<file path="src/ecl_defines.svh">
`ifndef ECL_DEFINES_SVH
`define ECL_DEFINES_SVH

// general register width
`define ECL_GRLEN 32

// register number width
`define ECL_RA_BITS 5

// csr address width
`define ECL_CSR_BITS 14

`endif

</file>
<file path="src/ecl_pkg.sv">
`include "ecl_defines.svh"

package ecl_pkg;

   typedef logic [`ECL_GRLEN-1:0]    word_t;
   typedef logic [`ECL_RA_BITS-1:0]  reg_addr_t;
   typedef logic [`ECL_CSR_BITS-1:0] csr_addr_t;

   // control of the instruction sitting in e
   typedef struct packed {
      logic      valid;
      reg_addr_t rs1;
      reg_addr_t rs2;
      reg_addr_t rf_target;
      logic      alu_wen;
      logic      b_imm;
      logic      double_read;
      logic      lsu_valid;
      logic      mul_valid;
      logic      mul_wen;
      logic      csr_valid;
      logic      csr_rdwen;
      logic      csr_xchg;
      logic      csr_wen;
      csr_addr_t csr_waddr;
   } issue_t;

   // lsu result arriving late at m
   typedef struct packed {
      word_t     rdata;
      logic      finish;
      reg_addr_t rd;
      logic      wen;
   } lsu_ret_t;

   typedef struct packed {
      logic      wen;
      csr_addr_t waddr;
      word_t     wdata;
      word_t     mask;
   } csr_wr_t;

   // register write used at m for forwarding and at w for the regfile
   typedef struct packed {
      logic      wen;
      reg_addr_t rd;
      word_t     data;
   } rf_wr_t;

endpackage

</file>
<file path="src/ecl_bypass.sv">
`timescale 1ns/1ps

module ecl_bypass (
   input  ecl_pkg::issue_t issue,
   input  ecl_pkg::word_t  alu_a_raw,
   input  ecl_pkg::word_t  alu_b_raw,
   input  ecl_pkg::word_t  imm_shifted,
   input  ecl_pkg::rf_wr_t fwd_m,
   input  ecl_pkg::rf_wr_t fwd_w,
   output ecl_pkg::word_t  rs1_data,
   output ecl_pkg::word_t  rs2_data,
   output ecl_pkg::word_t  lsu_offset
);

   import ecl_pkg::*;

   logic use_other;

   // m stage wins over w, regfile value last
   function automatic word_t fwd_sel(
      input reg_addr_t rs,
      input word_t     raw,
      input logic      keep_raw,
      input rf_wr_t    m,
      input rf_wr_t    w
   );
      word_t res;
      if (keep_raw) begin
         res = raw;
      end else if (m.wen && (m.rd == rs)) begin
         res = m.data;
      end else if (w.wen && (w.rd == rs)) begin
         res = w.data;
      end else begin
         res = raw;
      end
      return res;
   endfunction

   ////////////////////
   // operand select
   ////////////////////

   // b comes straight from decode for an immediate or an indexed store
   assign use_other = issue.b_imm | issue.double_read;

   always_comb begin
      rs1_data = fwd_sel(issue.rs1, alu_a_raw, 1'b0, fwd_m, fwd_w);
      rs2_data = fwd_sel(issue.rs2, alu_b_raw, use_other, fwd_m, fwd_w);
   end

   ////////////////////
   // lsu offset
   ////////////////////

   // register offset for indexed access
   assign lsu_offset = issue.double_read ? rs2_data : imm_shifted;

endmodule

</file>
<file path="src/ecl_e2m_regs.sv">
`timescale 1ns/1ps

module ecl_e2m_regs (
   input  logic             clk,
   input  logic             rst,
   input  ecl_pkg::issue_t  issue,
   input  logic             kill,
   input  ecl_pkg::word_t   rs1_data,
   input  ecl_pkg::word_t   rs2_data,
   input  ecl_pkg::word_t   alu_res_e,
   input  ecl_pkg::word_t   csr_rdata_d,
   output ecl_pkg::rf_wr_t  alu_m,
   output logic             mul_valid_m,
   output logic             mul_wen_m,
   output logic             csr_valid_m,
   output logic             csr_rdwen_m,
   output ecl_pkg::word_t   csr_rdata_m,
   output ecl_pkg::csr_wr_t csr_wr
);

   import ecl_pkg::*;

   logic  alu_wen_e;
   logic  mul_valid_e;
   logic  csr_valid_e;
   word_t csr_mask_e;
   word_t csr_rdata_e;

   // killed instruction must not claim any unit
   assign alu_wen_e   = issue.alu_wen & ~kill;
   assign mul_valid_e = issue.mul_valid & ~kill;
   assign csr_valid_e = issue.csr_valid & ~kill;

   // plain csrwr behaves as an exchange with a full mask
   assign csr_mask_e = issue.csr_xchg ? rs1_data : '1;

   ////////////////////
   // control bits
   ////////////////////

   always_ff @(posedge clk) begin
      if (rst) begin
         alu_m.wen   <= 1'b0;
         mul_valid_m <= 1'b0;
         mul_wen_m   <= 1'b0;
         csr_valid_m <= 1'b0;
         csr_rdwen_m <= 1'b0;
         csr_wr.wen  <= 1'b0;
      end else begin
         alu_m.wen   <= alu_wen_e;
         mul_valid_m <= mul_valid_e;
         mul_wen_m   <= issue.mul_wen;
         csr_valid_m <= csr_valid_e;
         csr_rdwen_m <= issue.csr_rdwen;
         csr_wr.wen  <= issue.csr_wen;
      end
   end

   ////////////////////
   // payload
   ////////////////////

   always_ff @(posedge clk) begin
      alu_m.rd     <= issue.rf_target;
      alu_m.data   <= alu_res_e;
      csr_wr.waddr <= issue.csr_waddr;
      csr_wr.wdata <= rs2_data;
      csr_wr.mask  <= csr_mask_e;
   end

   // csr read data is sampled at d, two stages to m
   always_ff @(posedge clk) begin
      csr_rdata_e <= csr_rdata_d;
      csr_rdata_m <= csr_rdata_e;
   end

   // stall holds the issue stage so csr writes never come back to back
   assert property (@(posedge clk) disable iff (rst)
      csr_wr.wen |=> !csr_wr.wen);

endmodule

</file>
<file path="src/ecl_writeback.sv">
`timescale 1ns/1ps

module ecl_writeback (
   input  logic              clk,
   input  logic              rst,
   input  ecl_pkg::rf_wr_t   alu_m,
   input  logic              mul_valid_m,
   input  logic              mul_wen_m,
   input  logic              csr_valid_m,
   input  logic              csr_rdwen_m,
   input  ecl_pkg::word_t    csr_rdata_m,
   input  ecl_pkg::word_t    mul_res_m,
   input  ecl_pkg::lsu_ret_t lsu_ret,
   output ecl_pkg::rf_wr_t   fwd_m,
   output ecl_pkg::rf_wr_t   irf_wr
);

   import ecl_pkg::*;

   word_t     data_m;
   reg_addr_t rd_m;
   logic      wen_m;

   ////////////////////
   // m stage select
   ////////////////////

   // lsu is not in step with the pipe, so it keeps its own rd
   assign rd_m = lsu_ret.finish ? lsu_ret.rd : alu_m.rd;

   // any unit may claim the write
   assign wen_m = alu_m.wen | mul_wen_m | csr_rdwen_m | (lsu_ret.wen & lsu_ret.finish);

   // alu is the default
   always_comb begin
      if (lsu_ret.finish) begin
         data_m = lsu_ret.rdata;
      end else if (mul_valid_m) begin
         data_m = mul_res_m;
      end else if (csr_valid_m) begin
         data_m = csr_rdata_m;
      end else begin
         data_m = alu_m.data;
      end
   end

   assign fwd_m = '{wen: wen_m, rd: rd_m, data: data_m};

   ////////////////////
   // m to w
   ////////////////////

   always_ff @(posedge clk) begin
      if (rst) begin
         irf_wr.wen <= 1'b0;
      end else begin
         irf_wr.wen <= wen_m;
      end
   end

   always_ff @(posedge clk) begin
      irf_wr.rd   <= rd_m;
      irf_wr.data <= data_m;
   end

   // issue stage keeps the m slot free for a returning load
   assert property (@(posedge clk) disable iff (rst)
      $onehot0({lsu_ret.finish, mul_valid_m, csr_valid_m}));

endmodule

</file>
<file path="src/ecl_stall_intr.sv">
`timescale 1ns/1ps

module ecl_stall_intr (
   input  logic            clk,
   input  logic            rst,
   input  ecl_pkg::issue_t issue,
   input  logic            csr_wen_m,
   input  logic            lsu_finish,
   input  logic            timer_intr,
   output logic            lsu_valid_e,
   output logic            kill,
   output logic            except,
   output logic            stall_req
);

   logic lsu_stall;
   logic lsu_stall_full;
   logic csr_stall;
   logic intr_hold;
   logic intr;

   ////////////////////
   // interrupt
   ////////////////////

   // waits for a valid instruction in e since bubbles cannot take it
   assign intr = issue.valid & (timer_intr | intr_hold);

   always_ff @(posedge clk) begin
      if (rst) begin
         intr_hold <= 1'b0;
      end else if (timer_intr | issue.valid) begin
         // clears once the interrupt is taken
         intr_hold <= timer_intr & ~issue.valid;
      end
   end

   assign except = intr;
   assign kill   = intr;

   ////////////////////
   // lsu stall
   ////////////////////

   assign lsu_valid_e = issue.lsu_valid & ~kill;

   // starts with the request, ends on finish
   always_ff @(posedge clk) begin
      if (rst) begin
         lsu_stall <= 1'b0;
      end else begin
         lsu_stall <= lsu_valid_e | (lsu_stall & ~lsu_finish);
      end
   end

   assign lsu_stall_full = lsu_stall | lsu_valid_e;

   ////////////////////
   // csr stall
   ////////////////////

   // write in e, then the staged write at m
   assign csr_stall = issue.csr_wen | csr_wen_m;

   assign stall_req = lsu_stall_full | csr_stall;

   // a finish only answers an outstanding request
   assert property (@(posedge clk) disable iff (rst)
      lsu_finish |-> lsu_stall);

endmodule

</file>
<file path="src/ecl_top.sv">
`timescale 1ns/1ps

module ecl_top (
   input  logic              clk,
   input  logic              rst,
   input  ecl_pkg::issue_t   issue,
   input  ecl_pkg::word_t    alu_a_raw,
   input  ecl_pkg::word_t    alu_b_raw,
   input  ecl_pkg::word_t    imm_shifted,
   input  ecl_pkg::word_t    alu_res_e,
   input  ecl_pkg::word_t    mul_res_m,
   input  ecl_pkg::csr_addr_t csr_raddr_d,
   input  ecl_pkg::word_t    csr_rdata_d,
   input  ecl_pkg::lsu_ret_t lsu_ret,
   input  logic              timer_intr,
   output ecl_pkg::word_t    alu_a,
   output ecl_pkg::word_t    alu_b,
   output logic              lsu_valid_e,
   output ecl_pkg::word_t    lsu_base,
   output ecl_pkg::word_t    lsu_offset,
   output ecl_pkg::word_t    lsu_wdata,
   output ecl_pkg::word_t    mul_a,
   output ecl_pkg::word_t    mul_b,
   output ecl_pkg::csr_addr_t csr_raddr_out,
   output ecl_pkg::csr_wr_t  csr_wr,
   output ecl_pkg::rf_wr_t   irf_wr,
   output logic              stall_req,
   output logic              except
);

   import ecl_pkg::*;

   word_t  rs1_data;
   word_t  rs2_data;
   word_t  csr_rdata_m;
   rf_wr_t fwd_m;
   rf_wr_t alu_m;
   logic   mul_valid_m;
   logic   mul_wen_m;
   logic   csr_valid_m;
   logic   csr_rdwen_m;
   logic   kill;

   // forwarded operands feed every unit
   assign alu_a         = rs1_data;
   assign alu_b         = rs2_data;
   assign lsu_base      = rs1_data;
   assign lsu_wdata     = rs2_data;
   assign mul_a         = rs1_data;
   assign mul_b         = rs2_data;
   assign csr_raddr_out = csr_raddr_d;

   ecl_bypass u_bypass (
      .issue       (issue),
      .alu_a_raw   (alu_a_raw),
      .alu_b_raw   (alu_b_raw),
      .imm_shifted (imm_shifted),
      .fwd_m       (fwd_m),
      .fwd_w       (irf_wr),
      .rs1_data    (rs1_data),
      .rs2_data    (rs2_data),
      .lsu_offset  (lsu_offset)
   );

   ecl_e2m_regs u_e2m_regs (
      .clk         (clk),
      .rst         (rst),
      .issue       (issue),
      .kill        (kill),
      .rs1_data    (rs1_data),
      .rs2_data    (rs2_data),
      .alu_res_e   (alu_res_e),
      .csr_rdata_d (csr_rdata_d),
      .alu_m       (alu_m),
      .mul_valid_m (mul_valid_m),
      .mul_wen_m   (mul_wen_m),
      .csr_valid_m (csr_valid_m),
      .csr_rdwen_m (csr_rdwen_m),
      .csr_rdata_m (csr_rdata_m),
      .csr_wr      (csr_wr)
   );

   ecl_writeback u_writeback (
      .clk         (clk),
      .rst         (rst),
      .alu_m       (alu_m),
      .mul_valid_m (mul_valid_m),
      .mul_wen_m   (mul_wen_m),
      .csr_valid_m (csr_valid_m),
      .csr_rdwen_m (csr_rdwen_m),
      .csr_rdata_m (csr_rdata_m),
      .mul_res_m   (mul_res_m),
      .lsu_ret     (lsu_ret),
      .fwd_m       (fwd_m),
      .irf_wr      (irf_wr)
   );

   ecl_stall_intr u_stall_intr (
      .clk         (clk),
      .rst         (rst),
      .issue       (issue),
      .csr_wen_m   (csr_wr.wen),
      .lsu_finish  (lsu_ret.finish),
      .timer_intr  (timer_intr),
      .lsu_valid_e (lsu_valid_e),
      .kill        (kill),
      .except      (except),
      .stall_req   (stall_req)
   );

endmodule

</file>
<file path="config.mk">
export PLATFORM = sky130hd
export DESIGN_NAME = ecl_top
export DESIGN_NICKNAME = d
export VERILOG_FILES = /design/src/ecl_pkg.sv /design/src/ecl_bypass.sv /design/src/ecl_e2m_regs.sv /design/src/ecl_writeback.sv /design/src/ecl_stall_intr.sv /design/src/ecl_top.sv
export VERILOG_INCLUDE_DIRS = /design/src
export SDC_FILE = /design/constraint.sdc
export NUM_CORES = 1
export LEC_CHECK = 0
export ABC_AREA = 1
export BUFFER_PORTS_ARGS = -buffer_cell sky130_fd_sc_hd__buf_2
export CAP_MARGIN = 20
export CORE_AREA = 2 2 254 256
export DETAILED_ROUTE_END_ITERATION = 12
export DIE_AREA = 0 0 256 258
export GPL_TIMING_DRIVEN = 1
export RECOVER_POWER = 100
export SLEW_MARGIN = 10
export SYNTH_ARGS = -nofsm -noshare
export SYNTH_HDL_FRONTEND = slang
export SYNTH_SLANG_ARGS = --single-unit
</file>
<file path="constraint.sdc">
create_clock -name clk -period 1.89 [get_ports clk]
set_input_delay 0.2835 -clock clk [delete_from_list [all_inputs] [get_ports clk]]
set_output_delay 0.2835 -clock clk [all_outputs]
set_load 0.1 [all_outputs]
</file>
==> impl_metrics.csv, run 1 <==
group,metric,value,unit
run_status,status,"finished with violations",
run_status,violations,"setup timing",
die,fp.dieW,256,um
sta,grt_setup_unrepaired,"true",
route,vias,11443,
power,seqPwrFrac,0.258,
job,cap_violations,0,
die,die_area,66000,sq um
route,drt-met1-wl,22700,um
power,power_frac_clock,0.282,
place,io_buffers,617,
power,p_leak,0.0106,uW
place,place_ws,-0.604,ns
cells_and_area,drive_above_1_share,0.564,
cells_and_area,utilization,0.351,
die,num_rows,93,
place,gp_congestion,0.868,
sta,tns,-186.99,ns
place,dp_hpwl,41900,um
clocking,numCtsBuffers,27,
hold_path,hold_class,"in2reg",
power,intPower,11300,uW
setup_path,crit_path_end_kind,"primary output",
clocking,root_buffer,"clkbuf_16",
setup_path,cp-start-kind,"flop",
sta,max_slew_margin,0.580,
synth,yosysUniqueCellTypes,28,
sta,setup_violations,236,
setup_path,r2r-end,"u_e2m_regs.csr_wr[11]$_SDFF_PN1_",
clocking,htree_levels,1,
cells_and_area,final_cells,2939,
sta,post-route-period-util,1.48,
setup_path,crit_required,1.61,ns
hold_path,holdPathStages,3,
route,drt_iter0_markers,513,
global_routing,grt_pass1_wl,76500,um
die,io_pins,646,
global_routing,globalRouteTotalUtil,0.155,
sta,hold_violations,0,
sta,fin_ws,-0.913,ns
power,ir_drop,780,uV
hold_path,hp-start,"lsu_ret[33]",
sta,skew,0.0196,ns
sta,slew_viol_final,0,
clocking,clock_latency,0.57,ns
setup_path,critPathArrivalTime,2.52,ns
synth,ys_seq_area_frac,0.457,
setup_path,r2r_cells,12,
setup_path,regToRegSetupSlack,-0.19,ns
die,initial_core_util,0.155,
synth,synth_cells,1327,
clocking,clk_pin_slew,0.07,ns
route,viasPerCell,3.89,
place,placed_cells,2735,
route,drc,0,
route,postRouteAntennaNets,0,
route,wl_met3,2950,um
hold_path,hold_path_end,"u_writeback.irf_wr[26]$_DFF_P_",
route,wire_per_inst,18.9,um
die,die_height,258,um
global_routing,first_global_vias,11598,
place,placed_area,18700,sq um
power,p_comb_frac,0.460,
cells_and_area,final_common_cell,"buf_2",
power,switching_share,0.434,
cells_and_area,syn2layout_area_growth,127,%
sta,post-route-min-period,2.80,ns
synth,synth_seq_cells,225,
route,drtPass1Iterations,5,
setup_path,criticalPathCategory,"reg2out",
clocking,cts_tree,"built",
global_routing,overflow,0,
synth,yosys_warnings,0,
synth,avgSynthCellArea,7.42,sq um
die,core-area,63600,sq um
sta,worstMarginPinSlew,0.633,ns
sta,max_clock_freq,357,MHz
setup_path,path_max_fanout,5,
power,p_sw,8710,uW
global_routing,antenna_found_initial,10,
cells_and_area,nets,2344,
route,wl_met2,28500,um
route,wl,55500,um
synth,syn_area,9850,sq um
synth,synth_fp_nets,1615,
clocking,cts_max_path_buffers,3,
route,highest_layer,"met5",
cells_and_area,fin_area,22300,sq um
power,p_per_area,898,nW/um^2
cells_and_area,final_cell_mix,"buf_2, buf_12, nand2_1",
setup_path,r2r_start,"u_writeback.irf_wr[33]$_DFF_P_",
clocking,cts_sinks,225,
global_routing,grt_max_degree,32,
-- area by class of cell --
| class | count | area (sq um) |
|---|---|---|
| Fill cell | 6271 | 41300 |
| Timing Repair Buffer | 916 | 9840 |
| Tap cell | 855 | 1070 |
| Clock buffer | 32 | 704 |
| Antenna cell | 8 | 20.0 |
| Clock inverter | 17 | 239 |
| Multi-Input combinational cell | 797 | 5580 |
| Sequential cell | 225 | 4540 |
| Inverter | 89 | 337 |
-- cells in the mapped netlist --
master / count / share of area
nor2_1: 49 / 0.019
o21ai_0: 39 / 0.020
buf_2: 21 / 0.011
buf_6: 3 / 0.0034
o22ai_1: 2 / 0.0013
nand3_2: 1 / 0.0010
nand2_1: 394 / 0.15
nor2_2: 3 / 0.0019
nand2_2: 1 / 0.00064
nand2_4: 1 / 0.0011
nor2_4: 1 / 0.0011
nand4_1: 64 / 0.041
inv_2: 1 / 0.00038
clkbuf_1: 46 / 0.018
xor2_1: 5 / 0.0044
o2bb2ai_1: 1 / 0.00089
buf_1: 2 / 0.00076
a21oi_1: 65 / 0.033
nor3_1: 4 / 0.0020
nand3b_1: 1 / 0.00076
buf_4: 144 / 0.11
o21ai_1: 1 / 0.00051
a21oi_2: 1 / 0.00089
dfxtp_1: 225 / 0.46
nand3_1: 132 / 0.067
xnor2_1: 1 / 0.00089
inv_1: 88 / 0.034
and2_1: 31 / 0.020
-- how the worst max path moves through the flow --
stage                          end  slack (ns)                               from
finish                   alu_a[10]       -0.91     u_writeback.irf_wr[33]$_DFF_P_
global route         lsu_wdata[22]       -1.02  u_e2m_regs.csr_valid_m$_SDFF_PP0_
CTS                       mul_a[7]       -0.93     u_writeback.irf_wr[33]$_DFF_P_
detailed placement  lsu_offset[10]       -0.60                         lsu_ret[6]
global placement    lsu_offset[10]       -0.58                         lsu_ret[6]
floorplan            lsu_wdata[30]       -0.57     u_writeback.irf_wr[32]$_DFF_P_
-- state kept, by name, summed over array words and instances, names as in the netlist --
name	cells
u_writeback.irf_wr	38
u_e2m_regs.csr_valid_m	1
u_e2m_regs.alu_m	38
u_e2m_regs.csr_rdata_e	32
u_stall_intr.intr_hold	1
u_e2m_regs.csr_rdwen_m	1
u_e2m_regs.csr_rdata_m	32
u_stall_intr.lsu_stall	1
u_e2m_regs.csr_wr	79
u_e2m_regs.mul_valid_m	1
u_e2m_regs.mul_wen_m	1
-- logic make-up (layout without fill, tap and decap cells) --
logic type,count (synthesis),after routing,share of synthesized area
AOI/OAI and AO/OA,109,109,0.0564
DFF,225,225,0.457
other,0,8,0
buffers and inverters,305,1054,0.176
and+or+nand+nor,682,682,0.305
xor gates and xnor gates,6,6,0.00534
-- routing by layer --
layer  global-route usage  vias to the layer above
met2                0.280                      439
met3               0.0248                       77
met1                0.188                     5344
met4               0.0442                        2
li1                     -                     5581
met5                    0                        -
-- worst max-delay path, stage by stage (launching register included) --
cell and delay [ns]:
dfxtp_4 0.36, xor2_2 0.17, nor3_2 0.22, nand4_1 0.14, buf_6 0.17, clkbuf_16 0.18, clkbuf_16 0.17, o21ai_2 0.12
nand2_2 0.11, nand2_8 0.11, buf_12 0.18
-- metrics by stage --
step | total power [uW] | hold WS, ns
global route | 20800 | 0.0530
global placement | 13900 | 0.310
detailed placement | 13900 | 0.312
finish | 20000 | 0.0703
floorplan | 11600 | 0.310
CTS | 20000 | 0.0107
-- what timing repair did --
action	4_1_cts	5_1_grt
hold buffers	98	0
buffers inserted	16	17
cloned	5	12
pin swaps	54	49
hold endpoints to repair	93	0
resized for setup	118	106
setup endpoints to repair	275	278
-- power by group through the flow --
stage	Sequential (uW)	Combinational (uW)	Clock (uW)
2_1_floorplan	6640	4990	0
3_3_place_gp	5260	8600	0
3_5_place_dp	5270	8620	0
4_1_cts	5160	9030	5820
5_1_grt	5200	9510	6040
6_report	5170	9210	5650
(Power assumes the default switching activity.)
==> run 2: changes to the inputs <==
--- a/config.mk
+++ b/config.mk
@@ -9,9 +9,9 @@
 export ABC_AREA = 1
 export BUFFER_PORTS_ARGS = -buffer_cell sky130_fd_sc_hd__buf_2
 export CAP_MARGIN = 20
-export CORE_AREA = 2 2 254 256
+export CORE_AREA = 2 2 253 255
 export DETAILED_ROUTE_END_ITERATION = 12
-export DIE_AREA = 0 0 256 258
+export DIE_AREA = 0 0 255 257
 export GPL_TIMING_DRIVEN = 1
 export RECOVER_POWER = 100
 export SLEW_MARGIN = 10
==> constraint.sdc (replaced) <==
create_clock -name clk -period 3.42 [get_ports clk]
set_input_delay 0.513 -clock clk [delete_from_list [all_inputs] [get_ports clk]]
set_output_delay 0.513 -clock clk [all_outputs]
set_load 0.1 [all_outputs]
==> run 2 against run 1 <==
  * The run now ends clean
  * Sequential share of layout area grew 6.9 points
  * Non-clock buffer count shrank 180
  * Routed wire length shrank 2.3%
  * Total power shrank 50%
  * Global-route usage grew 0.23 points
  * Clock-buffer cell count grew 1
  * Setup slack gained 1.1 ns
  * Via count shrank 5.1%
  * Critical endpoint is now alu_b[14]
  * Highest routed layer unchanged
==> impl_metrics.csv, run 2 (synthesis results as in run 1) <==
group,metric,value,unit
clocking,htree_levels,1,
sta,post-route-period-util,0.953,
cells_and_area,nets,2163,
power,totalPowerFinal,10100,uW
hold_path,hold_class,"in2reg",
route,vias,10861,
sta,grt_setup_unrepaired,"false",
place,placed_area,16500,sq um
setup_path,regToRegSetupSlack,1.41,ns
cells_and_area,multi_input_area,3780,sq um
place,io_buffers,617,
power,p_leak,0.00818,uW
sta,max_slew_margin,0.116,
setup_path,critPathArrivalTime,2.74,ns
cells_and_area,largestRegisters,"u_e2m_regs.csr_wr (79), u_e2m_regs.alu_m (38), u_writeback.irf_wr (38)",
cells_and_area,largest_reg_flops,79,
cells_and_area,drive_above_1_share,0.357,
cells_and_area,fin_area,16600,sq um
setup_path,cp_num_buf_inv,3,
cells_and_area,final_cell_mix,"nand2_1, buf_2, dfxtp_1",
setup_path,worst_path_most_repeated_cell,"nand2_1",
setup_path,critPathSlowestCell,"dfxtp_4",
route,viasPerCell,3.95,
cells_and_area,final_common_cell,"nand2_1",
global_routing,grt_max_degree,51,
power,ir_drop,430,uV
cells_and_area,regArea,4520,sq um
die,initial_core_util,0.157,
setup_path,path_max_fanout,16,
setup_path,critical_path.max_stage_delay,0.40,ns
power,power_frac_clock,0.307,
run_status,status,"finished clean",
job,cap_violations,0,
clocking,cts_sinks,225,
sta,max_clock_freq,307,MHz
place,place_ws,0.123,ns
route,drtPass1Iterations,5,
clocking,cts_max_path_buffers,3,
power,p_comb_frac,0.410,
cells_and_area,syn2layout_area_growth,68.3,%
global_routing,first_global_vias,11026,
cells_and_area,fillers,6911,
die,die_area,65500,sq um
die,fp.dieW,255,um
power,switching_share,0.452,
global_routing,grt_pass1_wl,74700,um
sta,skew,0.0221,ns
sta,tns,0,ns
clocking,clock_latency,0.58,ns
setup_path,critPathTopFamily,"simple AND/OR/NAND/NOR gates",
setup_path,crit_path_end_kind,"primary output",
sta,fin_ws,0.162,ns
die,core-area,62700,sq um
cells_and_area,utilization,0.264,
place,gp_congestion,0.863,
route,wire_per_inst,19.7,um
setup_path,criticalPathCategory,"reg2out",
global_routing,globalRouteTotalUtil,0.157,
cells_and_area,top_register,"u_e2m_regs.csr_wr",
route,wl,54200,um
sta,hold_violations,0,
setup_path,crit_required,2.91,ns
global_routing,overflow,0,
clocking,cts_tree,"built",
die,num_rows,92,
power,intPower,5540,uW
route,drt_iter0_markers,611,
power,seqPwrFrac,0.283,
power,p_per_area,610,nW/um^2
global_routing,antenna_found_initial,10,
route,postRouteAntennaNets,0,
die,io_pins,646,
clocking,root_buffer,"clkbuf_16",
power,p_sw,4570,uW
clocking,clk_pin_slew,0.07,ns
sta,post-route-min-period,3.26,ns
die,die_height,257,um
sta,worstMarginPinSlew,1.33,ns
setup_path,worstPathCellList,"inv_2 > buf_12 > nand2_1 > nand2_1 > nand2_1 > a21oi_2 > nand4_1 > nand3_1 > and2_2 > buf_6",
sta,slew_viol_final,0,
sta,setup_violations,0,
setup_path,cp-start-kind,"flop",
route,drc,0,
clocking,numCtsBuffers,26,
place,dp_hpwl,41400,um
==> run 2: changes by cell type in the layout (fill, tap and decap cells not counted), sizes merged <==
cell / delta
buf: -141
bufinv: -1
clkbuf: +2
clkinv: +1
clkinvlp: -3
dlygate4sd3: -40
inv: +1
==> run 2: what timing repair did <==
| action | 4_1_cts | 5_1_grt |
|---|---|---|
| gates resized for setup | 4 | 9 |
| buffers inserted | 0 | 5 |
| pin swaps | 0 | 2 |
| endpoints found under the setup margin | 12 | 46 |
| hold buffers | 58 | 0 |
| endpoints found under the hold margin | 58 | 0 |
| gates cloned | 0 | 1 |
==> run 2: area by class of cell <==
class / count / area share
flip-flops and latches: 225 / 0.272
clock inverters: 15 / 0.0136
well taps: 846 / 0.0639
multi-input cells: 797 / 0.228
repair buffers: 736 / 0.356
inverters: 89 / 0.0204
diodes: 8 / 0.00121
clock buffers: 33 / 0.0439
==> run 2: through the flow <==
stage | hold slack (ns) | std cells
2_1_floorplan | 0.310 | 1327
3_3_place_gp | 0.310 | 2629
3_5_place_dp | 0.312 | 2629
4_1_cts | 0.000720 | 2735
5_1_grt | 0.00826 | 2745
6_report | 0.0382 | 2749
==> run 2: layer usage <==
| layer | GRT usage | vias to the layer above | share of wire |
|---|---|---|---|
| li1 | - | 5219 | - |
| met1 | 0.184 | 5012 | 0.40 |
| met2 | 0.277 | 539 | 0.49 |
| met3 | 0.0397 | 87 | 0.082 |
| met4 | 0.0502 | 4 | 0.033 |
| met5 | 0 | - | 0.00055 |
==> run 2: worst paths after layout <==
| kind | startpoint | endpoint | depth (start not counted) |
|---|---|---|---|
| hold reg to reg | u_e2m_regs.csr_rdata_e[3]$_DFF_P_ | u_e2m_regs.csr_rdata_m[3]$_DFF_P_ | 0 |
| hold / removal | issue[9] | u_e2m_regs.csr_wr[73]$_DFF_P_ | 1 |
| setup reg to reg | u_e2m_regs.csr_valid_m$_SDFF_PP0_ | u_e2m_regs.csr_wr[46]$_DFF_P_ | 9 |
| setup / recovery | u_e2m_regs.csr_valid_m$_SDFF_PP0_ | alu_b[14] | 10 |
==> run 2: power groups by stage <==
| stage | Sequential [uW] | Combinational [uW] | Clock (uW) |
|---|---|---|---|
| floorplan | 3670 | 2300 | 0 |
| global placement | 2910 | 4440 | 0 |
| detailed placement | 2910 | 4450 | 0 |
| CTS | 2860 | 4510 | 3210 |
| global route | 2880 | 4290 | 3300 |
| finish | 2860 | 4150 | 3100 |
